<file path="src/rtl/riscv_pkg.sv">
// RISC-V integer subset
// Major opcodes, funct codes and the internal ALU and branch operations
`default_nettype none

package riscv_pkg;

    localparam int INSTR_WIDTH = 32;

    // ADDI x0, x0, 0
    localparam logic [INSTR_WIDTH-1:0] NOP_INSTR = 32'h0000_0013;

    typedef enum logic [6:0] {
        OP     = 7'b0110011,
        OP_IMM = 7'b0010011,
        LUI    = 7'b0110111,
        BRANCH = 7'b1100011,
        JAL    = 7'b1101111
    } opcode_t;

    // funct3 encodings
    localparam logic [2:0] F3_ADD_SUB = 3'b000;
    localparam logic [2:0] F3_XOR     = 3'b100;
    localparam logic [2:0] F3_OR      = 3'b110;
    localparam logic [2:0] F3_AND     = 3'b111;
    localparam logic [2:0] F3_BEQ     = 3'b000;
    localparam logic [2:0] F3_BNE     = 3'b001;

    // funct7 encodings
    localparam logic [6:0] F7_BASE = 7'b0000000;
    localparam logic [6:0] F7_SUB  = 7'b0100000;

    // Operation carried from decode to execute
    typedef enum logic [2:0] {
        ALU_ADD, ALU_SUB, ALU_AND, ALU_OR,
        ALU_XOR, ALU_PASS_B, ALU_NOP
    } alu_op_t;

    typedef enum logic [1:0] {BR_NONE, BR_EQ, BR_NE} branch_t;

endpackage

`default_nettype wire

</file>
<file path="src/rtl/drac_pkg.sv">
// Pipeline definitions
// Datapath widths, stage register layouts, redirect select and reset entries
`default_nettype none

package drac_pkg;
    import riscv_pkg::*;

    localparam int XLEN       = 64;
    localparam int REG_ADDR_W = 5;

    typedef logic [XLEN-1:0]       bus64_t;
    typedef logic [XLEN-1:0]       addr_t;
    typedef logic [REG_ADDR_W-1:0] reg_addr_t;

    typedef struct packed {
        logic                   valid;
        addr_t                  pc;
        logic [INSTR_WIDTH-1:0] instr;
    } if_id_stage_t;

    typedef struct packed {
        logic      valid;
        addr_t     pc;
        reg_addr_t rs1;
        reg_addr_t rs2;
        reg_addr_t rd;
        logic      reg_we;
        bus64_t    imm;
        logic      use_imm;   // operand B taken from imm
        alu_op_t   alu_op;
        branch_t   branch;
    } id_rr_stage_t;

    typedef struct packed {
        id_rr_stage_t instr;
        bus64_t       rs1_data;
        bus64_t       rs2_data;
    } rr_exe_stage_t;

    typedef struct packed {
        logic      valid;
        addr_t     pc;
        reg_addr_t rd;
        logic      reg_we;
        bus64_t    result;
    } exe_wb_stage_t;

    // Source of the next fetch address
    typedef enum logic [1:0] {SEL_SEQ, SEL_JUMP_DECODE, SEL_JUMP_EXECUTION} sel_addr_t;

    // Empty entries loaded into the stage registers at reset
    localparam if_id_stage_t IF_ID_RESET = '{valid: 1'b0, pc: '0, instr: NOP_INSTR};
    localparam id_rr_stage_t ID_RR_RESET = '{
        valid: 1'b0, pc: '0, rs1: '0, rs2: '0, rd: '0, reg_we: 1'b0,
        imm: '0, use_imm: 1'b0, alu_op: ALU_NOP, branch: BR_NONE
    };
    localparam rr_exe_stage_t RR_EXE_RESET = '{instr: ID_RR_RESET, rs1_data: '0, rs2_data: '0};
    localparam exe_wb_stage_t EXE_WB_RESET = '{
        valid: 1'b0, pc: '0, rd: '0, reg_we: 1'b0, result: '0
    };

endpackage

`default_nettype wire

</file>
<file path="src/rtl/stage_ctrl_if.sv">
// Pipeline control bundle
// Stall, flushes and the fetch redirect, driven by the control unit
`timescale 1ns/1ps
`default_nettype none

interface stage_ctrl_if;
    import drac_pkg::*;

    logic      stall_if;
    logic      flush_if;
    logic      flush_id;
    logic      flush_rr;
    sel_addr_t sel_addr;
    addr_t     redirect_pc;

    modport ctrl (output stall_if, flush_if, flush_id, flush_rr, sel_addr, redirect_pc);

    modport fetch (input stall_if, flush_if, sel_addr, redirect_pc);

    modport pipe (input flush_id, flush_rr);

endinterface

`default_nettype wire

</file>
<file path="src/rtl/control_unit.sv">
// Pipeline control unit
// Picks one fetch redirect from the decode jump and the execute branch,
// raises the matching flushes and stalls fetch on a missing response
`timescale 1ns/1ps
`default_nettype none

module control_unit (
    stage_ctrl_if.ctrl           ctrl,
    input  wire logic            icache_resp_valid_i,
    input  wire logic            jump_valid_i,
    input  wire drac_pkg::addr_t jump_addr_i,
    input  wire logic            branch_taken_i,
    input  wire drac_pkg::addr_t branch_target_i
);
    import drac_pkg::*;

    always_comb begin
        ctrl.stall_if    = !icache_resp_valid_i;
        ctrl.flush_if    = 1'b0;
        ctrl.flush_id    = 1'b0;
        ctrl.flush_rr    = 1'b0;
        ctrl.sel_addr    = SEL_SEQ;
        ctrl.redirect_pc = jump_addr_i;

        // Execute wins: a jump in decode may be on the wrong path
        if (branch_taken_i) begin
            ctrl.sel_addr    = SEL_JUMP_EXECUTION;
            ctrl.redirect_pc = branch_target_i;
            ctrl.flush_if    = 1'b1;
            ctrl.flush_id    = 1'b1;
            ctrl.flush_rr    = 1'b1;
        end else if (jump_valid_i) begin
            // Only the slot fetched behind the JAL is lost
            ctrl.sel_addr = SEL_JUMP_DECODE;
            ctrl.flush_if = 1'b1;
        end
    end

endmodule

`default_nettype wire

</file>
<file path="src/flat_wrapper.sv">
// flat-port wrapper written by rule: the top's interface ports become plain ports
module control_unit_flat import drac_pkg::*;
  (icache_resp_valid_i, jump_valid_i, jump_addr_i, branch_taken_i, branch_target_i, ctrl_stall_if, ctrl_flush_if, ctrl_flush_id, ctrl_flush_rr, ctrl_sel_addr, ctrl_redirect_pc);
  stage_ctrl_if ctrl_i ();
  input  wire logic icache_resp_valid_i;
  input  wire logic jump_valid_i;
  input  wire drac_pkg::addr_t jump_addr_i;
  input  wire logic branch_taken_i;
  input  wire drac_pkg::addr_t branch_target_i;
  output wire logic [$bits(ctrl_i.stall_if)-1:0] ctrl_stall_if;
  output wire logic [$bits(ctrl_i.flush_if)-1:0] ctrl_flush_if;
  output wire logic [$bits(ctrl_i.flush_id)-1:0] ctrl_flush_id;
  output wire logic [$bits(ctrl_i.flush_rr)-1:0] ctrl_flush_rr;
  output wire logic [$bits(ctrl_i.sel_addr)-1:0] ctrl_sel_addr;
  output wire logic [$bits(ctrl_i.redirect_pc)-1:0] ctrl_redirect_pc;
  assign ctrl_stall_if = ctrl_i.stall_if;
  assign ctrl_flush_if = ctrl_i.flush_if;
  assign ctrl_flush_id = ctrl_i.flush_id;
  assign ctrl_flush_rr = ctrl_i.flush_rr;
  assign ctrl_sel_addr = ctrl_i.sel_addr;
  assign ctrl_redirect_pc = ctrl_i.redirect_pc;
  control_unit u_core (.ctrl(ctrl_i), .icache_resp_valid_i(icache_resp_valid_i), .jump_valid_i(jump_valid_i), .jump_addr_i(jump_addr_i), .branch_taken_i(branch_taken_i), .branch_target_i(branch_target_i));
endmodule
</file>
<file path="config.mk">
export PLATFORM = sky130hd
export DESIGN_NAME = control_unit_flat
export DESIGN_NICKNAME = d
export VERILOG_FILES = /design/src/rtl/riscv_pkg.sv /design/src/rtl/drac_pkg.sv /design/src/rtl/stage_ctrl_if.sv /design/src/rtl/control_unit.sv /design/src/flat_wrapper.sv
export SDC_FILE = /design/constraint.sdc
export NUM_CORES = 1
export LEC_CHECK = 0
export BUFFER_PORTS_ARGS = -buffer_cell sky130_fd_sc_hd__buf_2
export CORE_AREA = 2 2 79 81
export DETAILED_ROUTE_END_ITERATION = 12
export DIE_AREA = 0 0 81 83
export MAX_ROUTING_LAYER = met4
export SKIP_LAST_GASP = 1
export SYNTH_ARGS = -nofsm -noshare
export SYNTH_HDL_FRONTEND = slang
export SYNTH_SLANG_ARGS = --single-unit
</file>
<file path="constraint.sdc">
create_clock -name vclk -period 1
set_input_delay 0.15 -clock vclk [all_inputs]
set_output_delay 0.15 -clock vclk [all_outputs]
set_load 0.02 [all_outputs]
</file>
# Word level (Yosys, flattened, before mapping)
# Cells that the tools add are included.
[word_totals]
elab_cells = 7
reg_bits = 0
out_inout_bits = 70
inputBits = 131
[op_classes]
reduce_logical = 1
n_mux = 6
[ops]
columns = ["op", "count"]
rows = [
  ["64-bit two-way mux", 1],
  ["1-bit two-way mux", 4],
  ["2-bit two-way mux", 1],
  ["1-bit logical NOT", 1],
]

# Logic depth before layout (Yosys ltp)
[depth]
ltp_word = 2
depth_mapped = 3
depth_no_buf = 1

# Worst setup path after synthesis
# No wires, ideal clock.
[synth_path]
kind = "input to output"
startpoint = "in branch_taken_i"
endpoint = "out ctrl_redirect_pc[23]"
required_time_ps = 850
n_path_buf = 2
path_stages = 3
t_arrival_ps = 781
setup_slack_ps = 69
path_cell_list = "buf_6 > buf_6 > mux2_4"
[synth_between]
elab_chain_cells = 1
[synth_lines]
columns = ["element", "line_no", "source"]
rows = [
  ["start, declared", "flat_wrapper.sv:8", "input wire logic branch_taken_i;"],
  ["64-bit two-way mux", "control_unit.sv:26", "if (branch_taken_i) begin"],
  ["end, declared", "flat_wrapper.sv:15", "output wire logic [$bits(ctrl_i.redirect_pc)-1:0] ctrl_redirect_pc;"],
]
# Every way passes these cells.

# Worst setup path after layout
[layout_path]
startpoint = "in branch_taken_i"
endpoint = "out ctrl_redirect_pc[47]"
# Same word-level chain as after synthesis.

==> flow_summary.yaml <==
placed_design:
  dp_hpwl_mm: 3.90
  dpl-instance-area_mm2: 0.00203
  portBuffers: 201
  gp_congestion: 0.748
detailed_routing:
  finalWirelength_mm: 4.98
  wl_per_cell_um: 14.1
  firstDrtPassIters: 4
  via_count: 1432
  ant_nets: 0
  avgViaCountPerCell: 4.07
  drc: 0
  drt_iter0_markers: 8
floorplanning:
  die_w_um: 81
  io_pins: 201
  fp.dieH_um: 83
  rows: 28
  start_util_pct: 16.7
  core_area_mm2: 0.00582
  die-area_mm2: 0.00672
critical_path:
  endpoint_kind: "output pin"
  crit_path_max_fanout: 13
  critPathMostFrequentCell: "buf_16"
  slowest_stage: "mux2_4"
  critPathLaunch: "branch_taken_i"
  slowest_delay_ns: 0.30
  worstPathRequired_ns: 0.85
  path_cells: "buf_16, buf_16, mux2_4, buf_2"
  cp-start-kind: "input pin"
  critPathKind: "input pin to output pin"
  worstPathArrival_ns: 0.93
timing:
  clock.fmax_mhz: 924
  finalHoldViolCount: 0
  finalSetupViolations: 67
  slew_viol_final: 0
  setup_ws_ns: -0.0823
  worst_pin_slew_ns: 0.122
  min_period_over_period_pct: 108
  max_slew_margin_pct: 91.9
  min_period_ns: 1.08
  hold_slack_ns: 0.557
  rsz0062_at_grt: "yes"
synthesis:
  synth_compound_gate_area_share_pct: 0
  synthesis.area_um2: 968
  synth_area_per_cell_um2: 12.6
  synth-simple-area-share_pct: 1.29
  yosysWarnings: 0
  synth_xor_area_share_pct: 0
  yosysSeqAreaShare_pct: 0
  synth_top_family_by_area: "multiplexers"
  synth_mux_area_share_pct: 89.1
  post_synth_fa_ha_maj_area_fraction_pct: 0
  synth_nets: 208
  syn_inst: 77
  synth_cell_type_count: 8
cells_and_area:
  drive_above_1_share_pct: 98.9
  nClkBuffers: 0
  antenna_cells: 0
  final_area_mm2: 0.00243
  seq_cells: 0
  nets: 410
  syn2layout_area_growth_pct: 151
  ff_latch_area_um2: 0
global_routing:
  track_usage_pct: 13.5
  grt-ovfl-total: 0
  first_global_vias: 1466
  grt_max_degree: 16
  grt_pass1_wl_mm: 7.11
  antenna_found_initial: 0
hold_path:
  worstHoldStart: "icache_resp_valid_i"
  hp-class: "input pin to output pin"
run:
  drv_cap: 0
status:
  status: "finished with violations"
  violations: "negative setup slack"
cts:
  hold_buffers: 0
power:
  power_density_mw_per_mm2: 571
  cellLeakagePower_nw: 1.45
  ir_drop_mv: 0.294
power breakdown:
| group | switching (mW) | total [mW] | internal, mW |
|---|---|---|---|
| Combinational | 0.593 | 1.39 | 0.794 |
| Clock | 0 | 0 | 0 |
| Sequential | 0 | 0 | 0 |
| Total | 0.593 | 1.39 | 0.794 |
routing by layer:
layer	share of wire (%)	global-route usage, %	vias up
met5	0	-	-
met4	0.66	0.924	0
met3	8.4	1.30	4
met2	53	27.0	95
met1	38	14.4	642
li1	-	-	691
kinds of logic (layout without fill, tap and decap cells):
logic type | Yosys count | after routing
buffers and inverters | 11 | 211
muxes | 64 | 64
and+or+nand+nor | 2 | 2
Yosys cell counts:
cell type  number  share of area [%]
buf_4           3                2.3
buf_6           5                5.8
buf_2           2                1.0
mux2_2         26                 30
inv_1           1               0.39
nor2b_1         1               0.65
or2_1           1               0.65
mux2_4         38                 59
placed cells by master (no fill, tap or decap):
| cell | synthesis | final |
|---|---|---|
| or2_1 | 1 | 1 |
| buf_4 | 3 | 2 |
| inv_1 | 1 | 1 |
| buf_12 | 0 | 3 |
| nor2b_1 | 1 | 1 |
| buf_6 | 5 | 29 |
| buf_16 | 0 | 5 |
| buf_2 | 2 | 171 |
| mux2_4 | 38 | 55 |
| mux2_2 | 26 | 9 |
layout make-up:
cell class	instances	area, um^2
Fill cell	598	3380
Timing Repair Buffer	210	1400
Inverter	1	3.75
Multi-Input combinational cell	66	940
Tap cell	75	93.8
final timing paths:
path                    to  slack [ns]  cells past startpoint
max   ctrl_redirect_pc[47]       -0.08                      4
min          ctrl_stall_if        0.56                      3
worst max-delay path: cells and delay by family:
kind     cells  cell delay (ns)
buf+inv      3             0.47
mux          1             0.30
metrics by stage:
stage / std cells / setup WS, ns / total power, mW / util (%) / TNS [ns]
finish: 352 / -0.0823 / 1.39 / 41.8 / -3.66
global route: 352 / -0.109 / 1.46 / 41.8 / -4.96
CTS: 351 / -0.100 / 1.38 / 41.4 / -4.08
detailed placement: 346 / -0.171 / 1.13 / 34.9 / -8.63
global placement: 346 / -0.157 / 1.12 / 34.9 / -8.00
floorplan: 77 / 0.0692 / 0.684 / - / 0
what timing repair did:
item                                    in CTS  in global routing
resized for setup                           82                  4
buffers inserted                             1                  1
gates cloned                                 4                  0
endpoints found under the setup margin      65                 65
Power figures use the tool's default switching activity.
