===== src/rtl/riscv_pkg.sv =====
// RISC-V integer subset
// Major opcodes, funct codes and the internal ALU and branch operations
`default_nettype none

package riscv_pkg;

    localparam int INSTR_WIDTH = 32;

    // ADDI x0, x0, 0
    localparam logic [INSTR_WIDTH-1:0] NOP_INSTR = 32'h0000_0013;

    typedef enum logic [6:0] {
        OP     = 7'b0110011,
        OP_IMM = 7'b0010011,
        LUI    = 7'b0110111,
        BRANCH = 7'b1100011,
        JAL    = 7'b1101111
    } opcode_t;

    // funct3 encodings
    localparam logic [2:0] F3_ADD_SUB = 3'b000;
    localparam logic [2:0] F3_XOR     = 3'b100;
    localparam logic [2:0] F3_OR      = 3'b110;
    localparam logic [2:0] F3_AND     = 3'b111;
    localparam logic [2:0] F3_BEQ     = 3'b000;
    localparam logic [2:0] F3_BNE     = 3'b001;

    // funct7 encodings
    localparam logic [6:0] F7_BASE = 7'b0000000;
    localparam logic [6:0] F7_SUB  = 7'b0100000;

    // Operation carried from decode to execute
    typedef enum logic [2:0] {
        ALU_ADD, ALU_SUB, ALU_AND, ALU_OR,
        ALU_XOR, ALU_PASS_B, ALU_NOP
    } alu_op_t;

    typedef enum logic [1:0] {BR_NONE, BR_EQ, BR_NE} branch_t;

endpackage

`default_nettype wire


===== src/rtl/drac_pkg.sv =====
// Pipeline definitions
// Datapath widths, stage register layouts, redirect select and reset entries
`default_nettype none

package drac_pkg;
    import riscv_pkg::*;

    localparam int XLEN       = 64;
    localparam int REG_ADDR_W = 5;

    typedef logic [XLEN-1:0]       bus64_t;
    typedef logic [XLEN-1:0]       addr_t;
    typedef logic [REG_ADDR_W-1:0] reg_addr_t;

    typedef struct packed {
        logic                   valid;
        addr_t                  pc;
        logic [INSTR_WIDTH-1:0] instr;
    } if_id_stage_t;

    typedef struct packed {
        logic      valid;
        addr_t     pc;
        reg_addr_t rs1;
        reg_addr_t rs2;
        reg_addr_t rd;
        logic      reg_we;
        bus64_t    imm;
        logic      use_imm;   // operand B taken from imm
        alu_op_t   alu_op;
        branch_t   branch;
    } id_rr_stage_t;

    typedef struct packed {
        id_rr_stage_t instr;
        bus64_t       rs1_data;
        bus64_t       rs2_data;
    } rr_exe_stage_t;

    typedef struct packed {
        logic      valid;
        addr_t     pc;
        reg_addr_t rd;
        logic      reg_we;
        bus64_t    result;
    } exe_wb_stage_t;

    // Source of the next fetch address
    typedef enum logic [1:0] {SEL_SEQ, SEL_JUMP_DECODE, SEL_JUMP_EXECUTION} sel_addr_t;

    // Empty entries loaded into the stage registers at reset
    localparam if_id_stage_t IF_ID_RESET = '{valid: 1'b0, pc: '0, instr: NOP_INSTR};
    localparam id_rr_stage_t ID_RR_RESET = '{
        valid: 1'b0, pc: '0, rs1: '0, rs2: '0, rd: '0, reg_we: 1'b0,
        imm: '0, use_imm: 1'b0, alu_op: ALU_NOP, branch: BR_NONE
    };
    localparam rr_exe_stage_t RR_EXE_RESET = '{instr: ID_RR_RESET, rs1_data: '0, rs2_data: '0};
    localparam exe_wb_stage_t EXE_WB_RESET = '{
        valid: 1'b0, pc: '0, rd: '0, reg_we: 1'b0, result: '0
    };

endpackage

`default_nettype wire


===== src/rtl/stage_ctrl_if.sv =====
// Pipeline control bundle
// Stall, flushes and the fetch redirect, driven by the control unit
`timescale 1ns/1ps
`default_nettype none

interface stage_ctrl_if;
    import drac_pkg::*;

    logic      stall_if;
    logic      flush_if;
    logic      flush_id;
    logic      flush_rr;
    sel_addr_t sel_addr;
    addr_t     redirect_pc;

    modport ctrl (output stall_if, flush_if, flush_id, flush_rr, sel_addr, redirect_pc);

    modport fetch (input stall_if, flush_if, sel_addr, redirect_pc);

    modport pipe (input flush_id, flush_rr);

endinterface

`default_nettype wire


===== src/rtl/rr_stage.sv =====
// Register read stage
// 32 x 64-bit register file, written from write-back before it is read,
// and the read-to-execute register
`timescale 1ns/1ps
`default_nettype none

module rr_stage (
    input  wire logic                    clk_i,
    input  wire logic                    rstn_i,
    stage_ctrl_if.pipe                   ctrl,
    input  wire drac_pkg::id_rr_stage_t  rr_i,
    input  wire drac_pkg::exe_wb_stage_t wb_i,
    output drac_pkg::rr_exe_stage_t      rr_o
);
    import drac_pkg::*;

    bus64_t regs_q [2**REG_ADDR_W];
    logic   wb_write;
    bus64_t rs1_data;
    bus64_t rs2_data;

    // x0 is never written
    assign wb_write = wb_i.valid && wb_i.reg_we && (wb_i.rd != '0);

    always_ff @(posedge clk_i) begin
        if (wb_write) begin
            regs_q[wb_i.rd] <= wb_i.result;
        end
    end

    // Same-cycle write shows through to the read ports
    assign rs1_data = (rr_i.rs1 == '0) ? '0 :
                      (wb_write && wb_i.rd == rr_i.rs1) ? wb_i.result : regs_q[rr_i.rs1];
    assign rs2_data = (rr_i.rs2 == '0) ? '0 :
                      (wb_write && wb_i.rd == rr_i.rs2) ? wb_i.result : regs_q[rr_i.rs2];

    always_ff @(posedge clk_i, negedge rstn_i) begin
        if (!rstn_i) begin
            rr_o <= RR_EXE_RESET;
        end else begin
            rr_o.instr       <= rr_i;
            rr_o.instr.valid <= rr_i.valid && !ctrl.flush_rr;
            rr_o.rs1_data    <= rs1_data;
            rr_o.rs2_data    <= rs2_data;
        end
    end

endmodule

`default_nettype wire


===== src/flat_wrapper.sv =====
// flat-port wrapper written by rule: the top's interface ports become plain ports
module rr_stage_flat import drac_pkg::*;
  (clk_i, rstn_i, rr_i, wb_i, rr_o, ctrl_flush_id, ctrl_flush_rr);
  stage_ctrl_if ctrl_i ();
  input  wire logic clk_i;
  input  wire logic rstn_i;
  input  wire drac_pkg::id_rr_stage_t rr_i;
  input  wire drac_pkg::exe_wb_stage_t wb_i;
  output drac_pkg::rr_exe_stage_t rr_o;
  input wire logic [$bits(ctrl_i.flush_id)-1:0] ctrl_flush_id;
  input wire logic [$bits(ctrl_i.flush_rr)-1:0] ctrl_flush_rr;
  assign ctrl_i.flush_id = ctrl_flush_id;
  assign ctrl_i.flush_rr = ctrl_flush_rr;
  rr_stage u_core (.clk_i(clk_i), .rstn_i(rstn_i), .ctrl(ctrl_i), .rr_i(rr_i), .wb_i(wb_i), .rr_o(rr_o));
endmodule

===== config.mk =====
export PLATFORM = sky130hd
export DESIGN_NAME = rr_stage_flat
export DESIGN_NICKNAME = d
export VERILOG_FILES = /design/src/rtl/riscv_pkg.sv /design/src/rtl/drac_pkg.sv /design/src/rtl/stage_ctrl_if.sv /design/src/rtl/rr_stage.sv /design/src/flat_wrapper.sv
export SDC_FILE = /design/constraint.sdc
export NUM_CORES = 2
export LEC_CHECK = 0
export ABC_AREA = 1
export BUFFER_PORTS_ARGS = -buffer_cell sky130_fd_sc_hd__buf_2
export CAP_MARGIN = 40
export CORE_ASPECT_RATIO = 2
export CORE_UTILIZATION = 45
export DETAILED_ROUTE_END_ITERATION = 10
export PLACE_DENSITY_LB_ADDON = 0.05
export RECOVER_POWER = 25
export SYNTH_ARGS = -nofsm -noshare
export SYNTH_HDL_FRONTEND = slang
export SYNTH_SLANG_ARGS = --single-unit
export TNS_END_PERCENT = 5

===== constraint.sdc =====
create_clock -name clk_i -period 1.8 [get_ports clk_i]
set_clock_uncertainty 0.1 [all_clocks]
set_input_delay 0.18 -clock clk_i [delete_from_list [all_inputs] [get_ports clk_i]]
set_output_delay 0.18 -clock clk_i [all_outputs]
set_load 0.05 [all_outputs]

# [After elaboration in Yosys (flattened, before gate mapping)]
# Memories as Yosys holds them, arrays and structs flattened.
# Cells that the tools add are included.
# W data, S select, Z words.
[totals] ff_bits=279 ram_bits=2048 in_bits=290 out_inout_bits=279 wordCells=30 n_memories=1
[mem_list] name="u_core.regs_q" depth=32 word_bits=64 read_ports=2 rd_ports_with_merged_regs=0 wr=1 line="rr_stage.sv:17" rtl="bus64_t regs_q [2**REG_ADDR_W];"
[classes] n_eq_ne=2 mux=6 reduce_logical=9
[ops] cell="$mux W64" count=4
[ops] cell="$eq A5 B5 Y1" count=2
[ops] cell="$logic_not A5 Y1" count=2
[ops] cell="$logic_and A1 B1 Y1" count=5
[ops] cell="$reduce_bool A5 Y1" count=1
[ops] cell="$mux W1" count=2
[ops] cell="$logic_not A1 Y1" count=1

# [Longest topological paths before layout]
[logic_depth] ltp_word=5 depth_mapped=15 mapped_depth_nobuf=12

# [Worst setup path after synthesis]
# OpenSTA, ideal clock, no wires.
[synth_timing] kind="input -> register" startpoint="input wb_i[68] in the netlist's numbering" endpoint="memory u_core.regs_q[10][0] in the netlist's numbering (enable)" setup_time_ns=0.487 arrival_time_ns=3.913 required_ns=1.213 setup_slack_ns=-2.699 stages=9 path_buffers=3 cell_sequence="buf_2 > nor3_1 > nand2_1 > nand3_1 > inv_2 > buf_2 > buf_2 > nand3_1 > nor2_1"
[synth_via] elab_chain_len=4
[synth_lines] element="start: declaration" line="flat_wrapper.sv:8" rtl="input wire drac_pkg::exe_wb_stage_t wb_i;"
[synth_lines] element="$reduce_bool A5 Y1" line="rr_stage.sv:23" rtl="assign wb_write = wb_i.valid && wb_i.reg_we && (wb_i.rd != '0);"
[synth_lines] element="$logic_and A1 B1 Y1" line="rr_stage.sv:23"
[synth_lines] element="$mux W1" line="rr_stage.sv:26" rtl="if (wb_write) begin"
[synth_lines] element="$mux W1 (not written as such)" line="rr_stage.sv:27" rtl="regs_q[wb_i.rd] <= wb_i.result;"
[synth_lines] element="end: declaration" line="rr_stage.sv:17"
# Several ways; a longest one is shown, not always the timed one.

# [Worst setup path in the final report]
[layout_timing] startpoint="register, netlist name u_core.rr_o[59]" endpoint="output rr_o[59] in the netlist's numbering"
[layout_lines] element="end: declaration" line="flat_wrapper.sv:9" rtl="output drac_pkg::rr_exe_stage_t rr_o;"
# No word-level cell between the ends.

==> results.toml <==
[run_status]
outcome = "finished, violations left"
violations = "capacitance limit, slew limit, setup timing"

[power]
p_leak_uw = 0.0608
p_per_area_mw_per_mm2 = 903
vdd_drop_max_v = 0.000778

[synthesis]
ys_top_cells_by_area = "edfxtp_1 (54%), nand2_1 (15%), nand3_1 (11%), dfrtp_1 (6.1%), inv_1 (3.2%)"
async_reset_ff_frac = 0.120
ys_ff_latch = 2327
ys_warn_count = 0
syn_avg_cell_area_um2 = 8.90
synth-edff-count = 2048
synth_top_area_frac = 0.538
syn_area_mm2 = 0.114
synth-main-ff-cell = "edfxtp_1"
post-synth-top-area-cell = "edfxtp_1"
seq_area_frac_synth = 0.599
yosysUniqueCellTypes = 31
syn_inst = 12900

[critical_path]
critical_path.slowest_cell = "dfrtp_2"
worstReg2RegStart = "u_core.regs_q[10][51]$_DFFE_PP_"
path_max_fanout = 1
path_class = "reg -> out"
slowest_delay_ns = 0.59
startpoint_type = "flop"
worstPathArrival_ns = 1.70
rr_endpoint = "u_core.rr_o[115]$_DFF_PN0_"
path_cells = "buf_8"
worst-path-buf-inv = 1
rrSetupSlack_ns = 0.05
worstPathRequired_ns = 1.52
critPathCaptureType = "output port"
reg2reg_depth = 9
cpLargestDelayFamily = "flip-flops"

[floorplan]
die_w_um = 358
num_io_pins = 569
core_area_mm2 = 0.252
fp.dieArea_mm2 = 0.256
die_y_um = 715
start_util = 0.453
fp-row-count = 261

[clock_network]
cts_setup_buffers = 0
cts_root_buf = "clkbuf_16"
cts_max_level = 4
clkTransAtPathRegs_ns = 0.07
cts_inserted_buffers = 222
clkLatencyLatePin_ns = 0.91
cts_tree = "done"
cts_sinks = 2327
cts_buffer_depth = 4

[finish]
fin_nets = 14600
fin_area_mm2 = 0.144
final_common_cell = "nand2_1"
area_growth_syn_to_layout_pct = 26.0
mostFrequentLayoutCells = "nand2_1 (4500), nand3_1 (2502), edfxtp_1 (2048)"
drive_gt1_frac = 0.146

[sta]
finalMaxSlewViolations = 170
worstMarginPinSlew_ns = 1.69
hold_slack_ns = 0.0954
period_needed_ns = 1.98
max-slew-margin-rel = -0.130
setup_violations = 42
fin_crit_sh = 1.10
hold_viol = 0
setup_ws_ns = -0.177
rsz0062_at_grt = "yes"
max_freq_mhz = 506

[routing]
routed_wl_mm = 510
num_vias = 106000
drcViolationCount = 0
ant_nets = 0
first_pass_iters = 8
routedWlPerCell_um = 28.7
drt_iter0_drc = 14000
via_per_inst = 5.97

[min_path]
worstHoldEndpoint = "u_core.rr_o[113]$_DFF_PN0_"
hold_start = "wb_i[49]"
hp-class = "in -> reg"
worstHoldPathCells = 4

[placed_design]
place_congestion = 0.949
portBuffers = 503
dp_hpwl_mm = 338
placed_area_mm2 = 0.132

[global_route]
gr-total-overflow = 0
grt_pass1_wl_mm = 717
track_usage = 0.390
grt_pass1_vias = 102000
grt_max_degree = 58
antenna_found_initial = 15

[run]
drv_cap = 8
-- metal layers --
layer	routed length, µm	global-route usage
met1	180000	0.473
met2	235000	0.623
met3	50000	0.0632
met4	44700	0.288
met5	40	0
-- worst register-to-register path: stages (launching register included) --
cell and delay (ns):
edfxtp_1 0.50, nand2_1 0.11, nand3_1 0.07, nand3_1 0.07, nand3_1 0.11, nand3_1 0.20
buf_12 0.13, nand3_2 0.20, nand2_1 0.12, inv_1 0.04
-- state kept, by name, indices dropped and copies added, names as in the netlist --
signal and cells:
u_core.regs_q 2048, u_core.rr_o 279
-- timing repair --
item | 4_1_cts | 5_1_grt
hold buffers | 365 | 0
gates cloned | 0 | 0
setup endpoints to repair | 259 | 119
pin swaps | 0 | 2
resized for setup | 406 | 34
hold endpoints to repair | 2570 | 0
-- synth_stat cells, types with 118 or more instances --
cell / count
dfrtp_1: 277
o21ai_0: 384
a21oi_1: 267
nor2_1: 496
o211ai_1: 291
inv_1: 979
buf_2: 409
nand3_1: 2511
edfxtp_1: 2048
nand2_1: 4507
buf_1: 118
clkbuf_1: 312
-- worst max-delay path by stage --
stage | end | start | slack, ns | depth (start not counted)
floorplan | u_core.regs_q[13][0]$_DFFE_PP_ | wb_i[69] | -0.75 | 9
global placement | u_core.regs_q[5][0]$_DFFE_PP_ | wb_i[68] | -0.62 | 8
detailed placement | u_core.regs_q[5][22]$_DFFE_PP_ | wb_i[68] | -0.61 | 8
CTS | rr_o[59] | u_core.rr_o[59]$_DFF_PN0_ | -0.22 | 1
global route | rr_o[59] | u_core.rr_o[59]$_DFF_PN0_ | -0.17 | 1
finish | rr_o[59] | u_core.rr_o[59]$_DFF_PN0_ | -0.18 | 1
-- cell families (layout without fill, tap and decap cells) --
| kind of cell | count (synthesis) | in the layout | share of synthesized area |
|---|---|---|---|
| AO/OA/AOI/OAI | 1002 | 1002 | 0.0502 |
| XOR/XNOR | 6 | 6 | 0.000460 |
| buffers and inverters | 1906 | 3432 | 0.0703 |
| flip-flops | 2327 | 2327 | 0.599 |
| other | 1 | 68 | 0.0000328 |
| AND/OR/NAND/NOR | 7608 | 7608 | 0.280 |
-- cell type report --
type | count | area [µm²]
fillers | 21700 | 108000
flip-flops and latches | 2327 | 68500
multi-input cells | 8680 | 38400
repair buffers | 2041 | 21500
clock buffers | 270 | 6100
well taps | 3287 | 4110
inverters | 989 | 3780
clock inverters | 132 | 1580
diodes | 4 | 10.0
-- through the flow --
| step | utilization | total power, µW | setup slack (ns) | setup TNS [ns] | std cells |
|---|---|---|---|---|---|
| after global placement | 0.521 | 78300 | -0.618 | -802.03 | 17000 |
| final | 0.570 | 130000 | -0.177 | -1.37 | 17700 |
| after detailed placement | 0.521 | 78400 | -0.611 | -776.54 | 17000 |
| after global routing | 0.570 | 133000 | -0.166 | -2.38 | 17700 |
| after floorplan | - | 70100 | -0.747 | -1421.18 | 12900 |
| after CTS | 0.571 | 130000 | -0.222 | -4.08 | 17700 |
-- where the power goes --
group / switching, µW / leakage (µW) / total (µW) / internal, µW
Combinational: 12400 / 0.0354 / 18400 / 6020
Sequential: 724 / 0.0217 / 60500 / 59700
Clock: 22400 / 0.00373 / 51200 / 28800
Total: 35500 / 0.0608 / 130000 / 94500
Power figures use the tool's default switching activity.
