$ cat config.mk
export PLATFORM = sky130hd
export DESIGN_NAME = decoder_flat
export DESIGN_NICKNAME = d
export VERILOG_FILES = /design/src/rtl/riscv_pkg.sv /design/src/rtl/drac_pkg.sv /design/src/rtl/stage_ctrl_if.sv /design/src/rtl/decoder.sv /design/src/flat_wrapper.sv
export SDC_FILE = /design/constraint.sdc
export NUM_CORES = 1
export LEC_CHECK = 0
export BUFFER_PORTS_ARGS = -buffer_cell sky130_fd_sc_hd__clkbuf_2
export CORE_MARGIN = 1
export CORE_UTILIZATION = 41
export DETAILED_ROUTE_END_ITERATION = 7
export GPL_TIMING_DRIVEN = 1
export PLACE_DENSITY = 0.78
export SETUP_SLACK_MARGIN = 0.02
export SYNTH_ARGS = -nofsm -noshare
export SYNTH_HDL_FRONTEND = slang
export SYNTH_SLANG_ARGS = --single-unit
$ cat constraint.sdc
create_clock -name clk_i -period 3.1 [get_ports clk_i]
set_clock_uncertainty 0.05 [all_clocks]
set_input_delay 0.155 -clock clk_i [delete_from_list [all_inputs] [get_ports clk_i]]
set_output_delay 0.155 -clock clk_i [all_outputs]
set_load 0.02 [all_outputs]
$ cat src/rtl/riscv_pkg.sv
// RISC-V integer subset
// Major opcodes, funct codes and the internal ALU and branch operations
`default_nettype none

package riscv_pkg;

    localparam int INSTR_WIDTH = 32;

    // ADDI x0, x0, 0
    localparam logic [INSTR_WIDTH-1:0] NOP_INSTR = 32'h0000_0013;

    typedef enum logic [6:0] {
        OP     = 7'b0110011,
        OP_IMM = 7'b0010011,
        LUI    = 7'b0110111,
        BRANCH = 7'b1100011,
        JAL    = 7'b1101111
    } opcode_t;

    // funct3 encodings
    localparam logic [2:0] F3_ADD_SUB = 3'b000;
    localparam logic [2:0] F3_XOR     = 3'b100;
    localparam logic [2:0] F3_OR      = 3'b110;
    localparam logic [2:0] F3_AND     = 3'b111;
    localparam logic [2:0] F3_BEQ     = 3'b000;
    localparam logic [2:0] F3_BNE     = 3'b001;

    // funct7 encodings
    localparam logic [6:0] F7_BASE = 7'b0000000;
    localparam logic [6:0] F7_SUB  = 7'b0100000;

    // Operation carried from decode to execute
    typedef enum logic [2:0] {
        ALU_ADD, ALU_SUB, ALU_AND, ALU_OR,
        ALU_XOR, ALU_PASS_B, ALU_NOP
    } alu_op_t;

    typedef enum logic [1:0] {BR_NONE, BR_EQ, BR_NE} branch_t;

endpackage

`default_nettype wire

$ cat src/rtl/drac_pkg.sv
// Pipeline definitions
// Datapath widths, stage register layouts, redirect select and reset entries
`default_nettype none

package drac_pkg;
    import riscv_pkg::*;

    localparam int XLEN       = 64;
    localparam int REG_ADDR_W = 5;

    typedef logic [XLEN-1:0]       bus64_t;
    typedef logic [XLEN-1:0]       addr_t;
    typedef logic [REG_ADDR_W-1:0] reg_addr_t;

    typedef struct packed {
        logic                   valid;
        addr_t                  pc;
        logic [INSTR_WIDTH-1:0] instr;
    } if_id_stage_t;

    typedef struct packed {
        logic      valid;
        addr_t     pc;
        reg_addr_t rs1;
        reg_addr_t rs2;
        reg_addr_t rd;
        logic      reg_we;
        bus64_t    imm;
        logic      use_imm;   // operand B taken from imm
        alu_op_t   alu_op;
        branch_t   branch;
    } id_rr_stage_t;

    typedef struct packed {
        id_rr_stage_t instr;
        bus64_t       rs1_data;
        bus64_t       rs2_data;
    } rr_exe_stage_t;

    typedef struct packed {
        logic      valid;
        addr_t     pc;
        reg_addr_t rd;
        logic      reg_we;
        bus64_t    result;
    } exe_wb_stage_t;

    // Source of the next fetch address
    typedef enum logic [1:0] {SEL_SEQ, SEL_JUMP_DECODE, SEL_JUMP_EXECUTION} sel_addr_t;

    // Empty entries loaded into the stage registers at reset
    localparam if_id_stage_t IF_ID_RESET = '{valid: 1'b0, pc: '0, instr: NOP_INSTR};
    localparam id_rr_stage_t ID_RR_RESET = '{
        valid: 1'b0, pc: '0, rs1: '0, rs2: '0, rd: '0, reg_we: 1'b0,
        imm: '0, use_imm: 1'b0, alu_op: ALU_NOP, branch: BR_NONE
    };
    localparam rr_exe_stage_t RR_EXE_RESET = '{instr: ID_RR_RESET, rs1_data: '0, rs2_data: '0};
    localparam exe_wb_stage_t EXE_WB_RESET = '{
        valid: 1'b0, pc: '0, rd: '0, reg_we: 1'b0, result: '0
    };

endpackage

`default_nettype wire

$ cat src/rtl/stage_ctrl_if.sv
// Pipeline control bundle
// Stall, flushes and the fetch redirect, driven by the control unit
`timescale 1ns/1ps
`default_nettype none

interface stage_ctrl_if;
    import drac_pkg::*;

    logic      stall_if;
    logic      flush_if;
    logic      flush_id;
    logic      flush_rr;
    sel_addr_t sel_addr;
    addr_t     redirect_pc;

    modport ctrl (output stall_if, flush_if, flush_id, flush_rr, sel_addr, redirect_pc);

    modport fetch (input stall_if, flush_if, sel_addr, redirect_pc);

    modport pipe (input flush_id, flush_rr);

endinterface

`default_nettype wire

$ cat src/rtl/decoder.sv
// Decode stage
// Maps the subset to internal operations, builds immediates, resolves JAL
// targets and fills the decode-to-read register
`timescale 1ns/1ps
`default_nettype none

module decoder (
    input  wire logic                   clk_i,
    input  wire logic                   rstn_i,
    stage_ctrl_if.pipe                  ctrl,
    input  wire drac_pkg::if_id_stage_t decode_i,
    output drac_pkg::id_rr_stage_t      decode_o,
    output logic                        jump_valid_o,
    output drac_pkg::addr_t             jump_addr_o
);
    import drac_pkg::*;
    import riscv_pkg::*;

    logic [INSTR_WIDTH-1:0] instr;
    logic [2:0]             funct3;
    logic [6:0]             funct7;
    bus64_t                 imm_i;
    bus64_t                 imm_u;
    bus64_t                 imm_b;
    bus64_t                 imm_j;
    id_rr_stage_t           id_d;

    assign instr  = decode_i.instr;
    assign funct3 = instr[14:12];
    assign funct7 = instr[31:25];

    // Sign-extended immediates
    assign imm_i = {{(XLEN-12){instr[31]}}, instr[31:20]};
    assign imm_u = {{(XLEN-32){instr[31]}}, instr[31:12], 12'b0};
    assign imm_b = {{(XLEN-12){instr[31]}}, instr[7], instr[30:25], instr[11:8], 1'b0};
    assign imm_j = {{(XLEN-20){instr[31]}}, instr[19:12], instr[20], instr[30:21], 1'b0};

    always_comb begin
        // Anything not matched below stays a no-op
        id_d       = ID_RR_RESET;
        id_d.valid = decode_i.valid;
        id_d.pc    = decode_i.pc;
        id_d.rs1   = instr[19:15];
        id_d.rs2   = instr[24:20];
        id_d.rd    = instr[11:7];
        case (instr[6:0])
            OP: begin
                id_d.reg_we = 1'b1;
                case ({funct7, funct3})
                    {F7_BASE, F3_ADD_SUB}: id_d.alu_op = ALU_ADD;
                    {F7_SUB, F3_ADD_SUB}:  id_d.alu_op = ALU_SUB;
                    {F7_BASE, F3_AND}:     id_d.alu_op = ALU_AND;
                    {F7_BASE, F3_OR}:      id_d.alu_op = ALU_OR;
                    {F7_BASE, F3_XOR}:     id_d.alu_op = ALU_XOR;
                    default:               id_d.reg_we = 1'b0;
                endcase
            end
            OP_IMM: begin
                if (funct3 == F3_ADD_SUB) begin
                    id_d.reg_we  = 1'b1;
                    id_d.use_imm = 1'b1;
                    id_d.imm     = imm_i;
                    id_d.alu_op  = ALU_ADD;
                end
            end
            LUI: begin
                id_d.reg_we  = 1'b1;
                id_d.use_imm = 1'b1;
                id_d.imm     = imm_u;
                id_d.alu_op  = ALU_PASS_B;
            end
            BRANCH: begin
                id_d.imm = imm_b;
                case (funct3)
                    F3_BEQ:  id_d.branch = BR_EQ;
                    F3_BNE:  id_d.branch = BR_NE;
                    default: id_d.branch = BR_NONE;
                endcase
            end
            JAL: begin
                // Link value travels as the immediate
                id_d.reg_we  = 1'b1;
                id_d.use_imm = 1'b1;
                id_d.imm     = decode_i.pc + 64'd4;
                id_d.alu_op  = ALU_PASS_B;
            end
            default: ;
        endcase
    end

    assign jump_valid_o = decode_i.valid && (instr[6:0] == JAL);
    assign jump_addr_o  = decode_i.pc + imm_j;

    always_ff @(posedge clk_i, negedge rstn_i) begin
        if (!rstn_i) begin
            decode_o <= ID_RR_RESET;
        end else begin
            decode_o       <= id_d;
            decode_o.valid <= id_d.valid && !ctrl.flush_id;
        end
    end

endmodule

`default_nettype wire

$ cat src/flat_wrapper.sv
// flat-port wrapper written by rule: the top's interface ports become plain ports
module decoder_flat import drac_pkg::*; import riscv_pkg::*;
  (clk_i, rstn_i, decode_i, decode_o, jump_valid_o, jump_addr_o, ctrl_flush_id, ctrl_flush_rr);
  stage_ctrl_if ctrl_i ();
  input  wire logic clk_i;
  input  wire logic rstn_i;
  input  wire drac_pkg::if_id_stage_t decode_i;
  output drac_pkg::id_rr_stage_t decode_o;
  output logic jump_valid_o;
  output drac_pkg::addr_t jump_addr_o;
  input wire logic [$bits(ctrl_i.flush_id)-1:0] ctrl_flush_id;
  input wire logic [$bits(ctrl_i.flush_rr)-1:0] ctrl_flush_rr;
  assign ctrl_i.flush_id = ctrl_flush_id;
  assign ctrl_i.flush_rr = ctrl_flush_rr;
  decoder u_core (.clk_i(clk_i), .rstn_i(rstn_i), .ctrl(ctrl_i), .decode_i(decode_i), .decode_o(decode_o), .jump_valid_o(jump_valid_o), .jump_addr_o(jump_addr_o));
endmodule
======== Yosys cells after proc, flatten, opt, wreduce, memory -nomap -nowiden ========
Cells that the tools add are included.
cells by class
  reduce and logical (&&, ||, !) cells .... 7
  add/sub/neg operators ................... 2
  multiplexer cells ....................... 9
  equality and inequality tests ........... 10
operator list
  cell                   count
  $pmux 64 s4            1
  $mux 69                1
  $add 64x3->64 const B  1
  $add 64x64->64         1
  $eq 10x3->1 const B    3
  $pmux 3 s5             1
  $eq 7x6->1 const B     2
  $eq 7x7->1 const B     2
  $eq 10x9->1 const B    1
  $logic_not 10->1       1
  $pmux 3 s3             1
  $eq 7x5->1 const B     1
  $reduce_or 5->1        1
  $pmux 2 s2             1
  $eq 3x1->1 const B     1
  $logic_not 3->1        1
  $pmux 1 s3             1
  $logic_and 1x1->1      2
  $mux 2                 1
  $pmux 1 s2             1
  $reduce_or 2->1        1
  $logic_not 1->1        1
  $mux 1                 1
storage, ports and cells
  input port bits ......................... 101
  word-level logic and storage cells ...... 38
  register bits after elaboration ......... 151

======== Logic depth before layout (Yosys ltp) ========
  depth after elaboration ................. 4
  depth in mapped cells ................... 10
  mapped depth without buffers ............ 10

======== Least setup slack after synthesis ========
OpenSTA, ideal clock, no wires.
  path type ............................... input to output
  start point ............................. input decode_i[21] (netlist name)
  end point ............................... output jump_addr_o[63]
  buffers on the path ..................... 0
  path slack .............................. 221 ps
  required time ........................... 2895 ps
  stages on the path ...................... 10
  data arrival time ....................... 2674 ps
  path through ............................ ha_1 > fa_1 > a211oi_1 > o211ai_1 > a211oi_1 > o41ai_1 > a21o_1 > a21oi_1 > o21ai_0 > xnor2_1
between the ends
  word-level cells in the longest chain between the ends .. 1
RTL lines
  item                line                text
  start: declaration  flat_wrapper.sv:7   input wire drac_pkg::if_id_stage_t decode_i;
  $add 64x64->64      decoder.sv:92       assign jump_addr_o = decode_i.pc + imm_j;
  end: declaration    flat_wrapper.sv:10  output drac_pkg::addr_t jump_addr_o;
No other way between the ends.

======== Final worst setup path ========
  start point ............................. input decode_i[78] (netlist name)
  end point ............................... output jump_addr_o[55]
The elaborated chain is that of the path after synthesis.

==> impl_results.md <==
* DR vias/cell at 5.678
* Arr. time, crit path at 2.95 ns
* Post-route ant nets at 0
* Die Wd at 153.8 um
* Ys flop type: dfrtp_1
* Final Worst Setup Slack at -0.05805 ns
* Crit path capture type: primary output
* Total congestion overflow at 0
* Power density over the cells at 442.1 nW/um2
* Die Height at between 150 and 200 um
* Status: finished, violations left
* Ys async rst share at 1.000
* Die area at between 20000 and 25000 um2
* Post-synthesis cell type count at a little under 70
* RSZ-0062 raised after global routing: true
* FF+latch count, synth at ~150
* Row cnt at 55
* Final worst-path cycle share at 1.019
* Fin crit period at 3.158 ns
* Critical path required time at 2.89 ns
* Commonest cells after routing, fill and taps aside: clkbuf_2 (298), buf_4 (193), dfrtp_1 (149)
* GR Util All Layers at 0.3095
* Final non-filler cell total at approximately 1900
* DP Cell Count at 1770
* DRT Wirelength at around 38 mm
* Final hold viol count at 0
* Pins over their slew limit at 0
* Share of post-route cells with drive strength above 1 at 0.3816
* Num CTS Buffers at 17
* Worst vdd ir at 306.8 uV
* Fin area at 14460 um2
* DRC at 0
* Crit path max fanout at 4
* Setup crit start kind: input port
* Post-DP Area at ~13000 um2
* Core Footprint at 22640 um2
* Largest net degree at the start of global routing at 100
* Number of global-route vias before repair at 10470
* Slew @ Worst Pin at 1.031 ns
* CTS tree: done
* Max reg flops at 151
* First-pass GRT wire length at between 50 and 60 mm
* Synth Area per Inst at 9.175 um2
* Net count after synthesis at roughly 1200
* WS Path Type: input port to primary output
* Fill count at ~1800
* Wirelength per Cell at 20.10 um
* Io pins at ~320
* DR pass1 iterations at 5
* Hold WS at ~0.025 ns
* Syn-to-layout area delta at 53.05%
* Total power at 6.395 mW
* HPWL after DPL at 27.63 mm
* Clock sinks at ~150
* Port Buffer Count at 315
* Sequential-to-total area share from yosys stat at 0.4001
* H-tree level count at 4
* F_max at 0.3167 GHz
* Clock Tree Buf Depth at 2
* Worst hold path type: input port to register
* Failing checks: negative setup slack
* Number of flops mapped to enable cells by yosys at 0
* Syn Std Cell Area at 9450 um2
* Initial Util at 0.4174
* Nets at approximately 1800
* Count of final setup violators at 1
* DR iter-0 viols at 882
* Vias at 10714
* Yosys warns at 0
* Clock input transition at the sequential cells of the worst setup and hold paths at approximately 0.060 ns
* Lkg Pwr at 7.177 nW
* Slew HR at 0.3103
* Cells after Synth at 1030
* Commonest non-fill, non-tap cell in the layout: clkbuf_2
* Initial antenna violation count at 1
* # Max-Cap Violations at 0
* Biggest regs: u_core.decode_o (151)
* Largest Register: u_core.decode_o
* Clock root buffer: clkbuf_16
* Worst slack at placement at -0.1833 ns
* Placer Congestion at 1.015
cell families (layout without fill, tap and decap cells):
kind of cell / after synthesis / count (layout) / synth area share
AOI/OAI and AO/OA: 331 / 331 / 0.2155
and+or+nand+nor: 293 / 293 / 0.1580
DFF: 151 / 151 / 0.4001
xor gates and xnor gates: 118 / 118 / 0.1094
buffers and inverters: 70 / 641 / 0.02820
adders and majority gates: 64 / 64 / 0.08553
muxes: 3 / 3 / 0.003310
other: 0 / 1 / 0
power by group:
| group | leakage [nW] | total, mW | switching [mW] | internal [mW] |
|---|---|---|---|---|
| registers | 1.92 | 2.05 | 0.0211 | 2.03 |
| logic | 4.97 | 2.23 | 1.31 | 0.914 |
| clock network | 0.293 | 2.11 | 0.955 | 1.16 |
synth_stat cells, types with 2 or more instances:
cell type,instances,area (um2)
dfrtp_1,149,3729
a21oi_1,103,515.5
o21ai_0,85,425.4
nand2_1,84,315.3
xnor2_1,69,604.3
ha_1,63,788.3
nor2_1,52,195.2
xor2_1,49,429.2
a21o_1,41,307.8
clkbuf_1,39,146.4
inv_1,30,112.6
nand3_1,29,145.1
nand4_1,28,175.2
nor3_1,18,90.09
and3_1,16,100.1
a211oi_1,13,97.59
o21bai_1,13,97.59
or3_1,10,62.56
nor2b_1,9,56.30
nor4_1,9,56.30
o211ai_1,9,67.56
o21ai_1,9,45.04
and2_1,8,50.05
nand2b_1,7,43.79
o21a_1,7,52.55
a221o_1,5,50.05
a31oi_1,5,31.28
o22ai_1,5,31.28
o31ai_1,5,37.54
and4_1,4,35.03
o41ai_1,4,35.03
or2_2,4,25.02
a21boi_0,3,22.52
or4_1,3,22.52
a221oi_1,2,17.52
a222oi_1,2,20.02
a31o_2,2,17.52
and3b_1,2,17.52
dfstp_2,2,52.55
mux2i_1,2,20.02
nor3b_1,2,15.01
o2111ai_1,2,17.52
or4_4,2,22.52
through the flow:
step,setup TNS [ns],util
floorplan,0,-
global placement,-0.9198,0.5576
finish,-0.05805,0.6389
CTS,0,0.6222
global route,-0.2255,0.6389
detailed placement,-1.030,0.5576
routing by layer:
| layer | part of all wire | track usage | up-vias |
|---|---|---|---|
| met1 | 0.40 | 0.3945 | 5068 |
| li1 | - | - | 4878 |
| met2 | 0.47 | 0.4970 | 627 |
| met5 | 0 | 0 | - |
| met4 | 0.053 | 0.1776 | 0 |
| met3 | 0.072 | 0.05242 | 141 |
cell type report:
| class | instances | area [um2] | area share |
|---|---|---|---|
| Timing Repair Buffer | 579 | 3842 | 0.2657 |
| Inverter | 30 | 112.6 | 0.007785 |
| Multi-Input combinational cell | 809 | 5774 | 0.3992 |
| Sequential cell | 151 | 3781 | 0.2614 |
| Clock buffer | 17 | 425.4 | 0.02941 |
| Tap cell | 285 | 356.6 | 0.02465 |
| Antenna cell | 1 | 2.502 | 0.0001730 |
| Clock inverter | 15 | 168.9 | 0.01168 |
path summary, 6_finish.rpt:
check / slack, ns / start / depth (start not counted) / endpoint
setup / recovery: -0.06 / decode_i[78] / 12 / jump_addr_o[55]
min in group asynchronous: 0.20 / rstn_i / 2 / u_core.decode_o[143]
max in group asynchronous: 1.91 / rstn_i / 3 / u_core.decode_o[24]
hold / removal: 0.02 / decode_i[2] / 3 / u_core.decode_o[4]
critical path: stages:
cell and delay (ns):
dlygate4sd3_1 0.54, clkbuf_2 0.20, ha_4 0.32, buf_4 0.11, nand2_1 0.09, o21a_1 0.25, nor4_1 0.38, a21oi_2 0.10
buf_6 0.15, o21ai_1 0.20, xor2_1 0.23, buf_2 0.20
timing repair:
| item | CTS | global route |
|---|---|---|
| pin swaps | 6 | 30 |
| gates resized for setup | 20 | 87 |
| hold buffers | 78 | 0 |
| setup endpoints to repair | 22 | 33 |
| setup buffers | 1 | 6 |
| hold endpoints to repair | 138 | 0 |
Power figures use the tool's default switching activity.
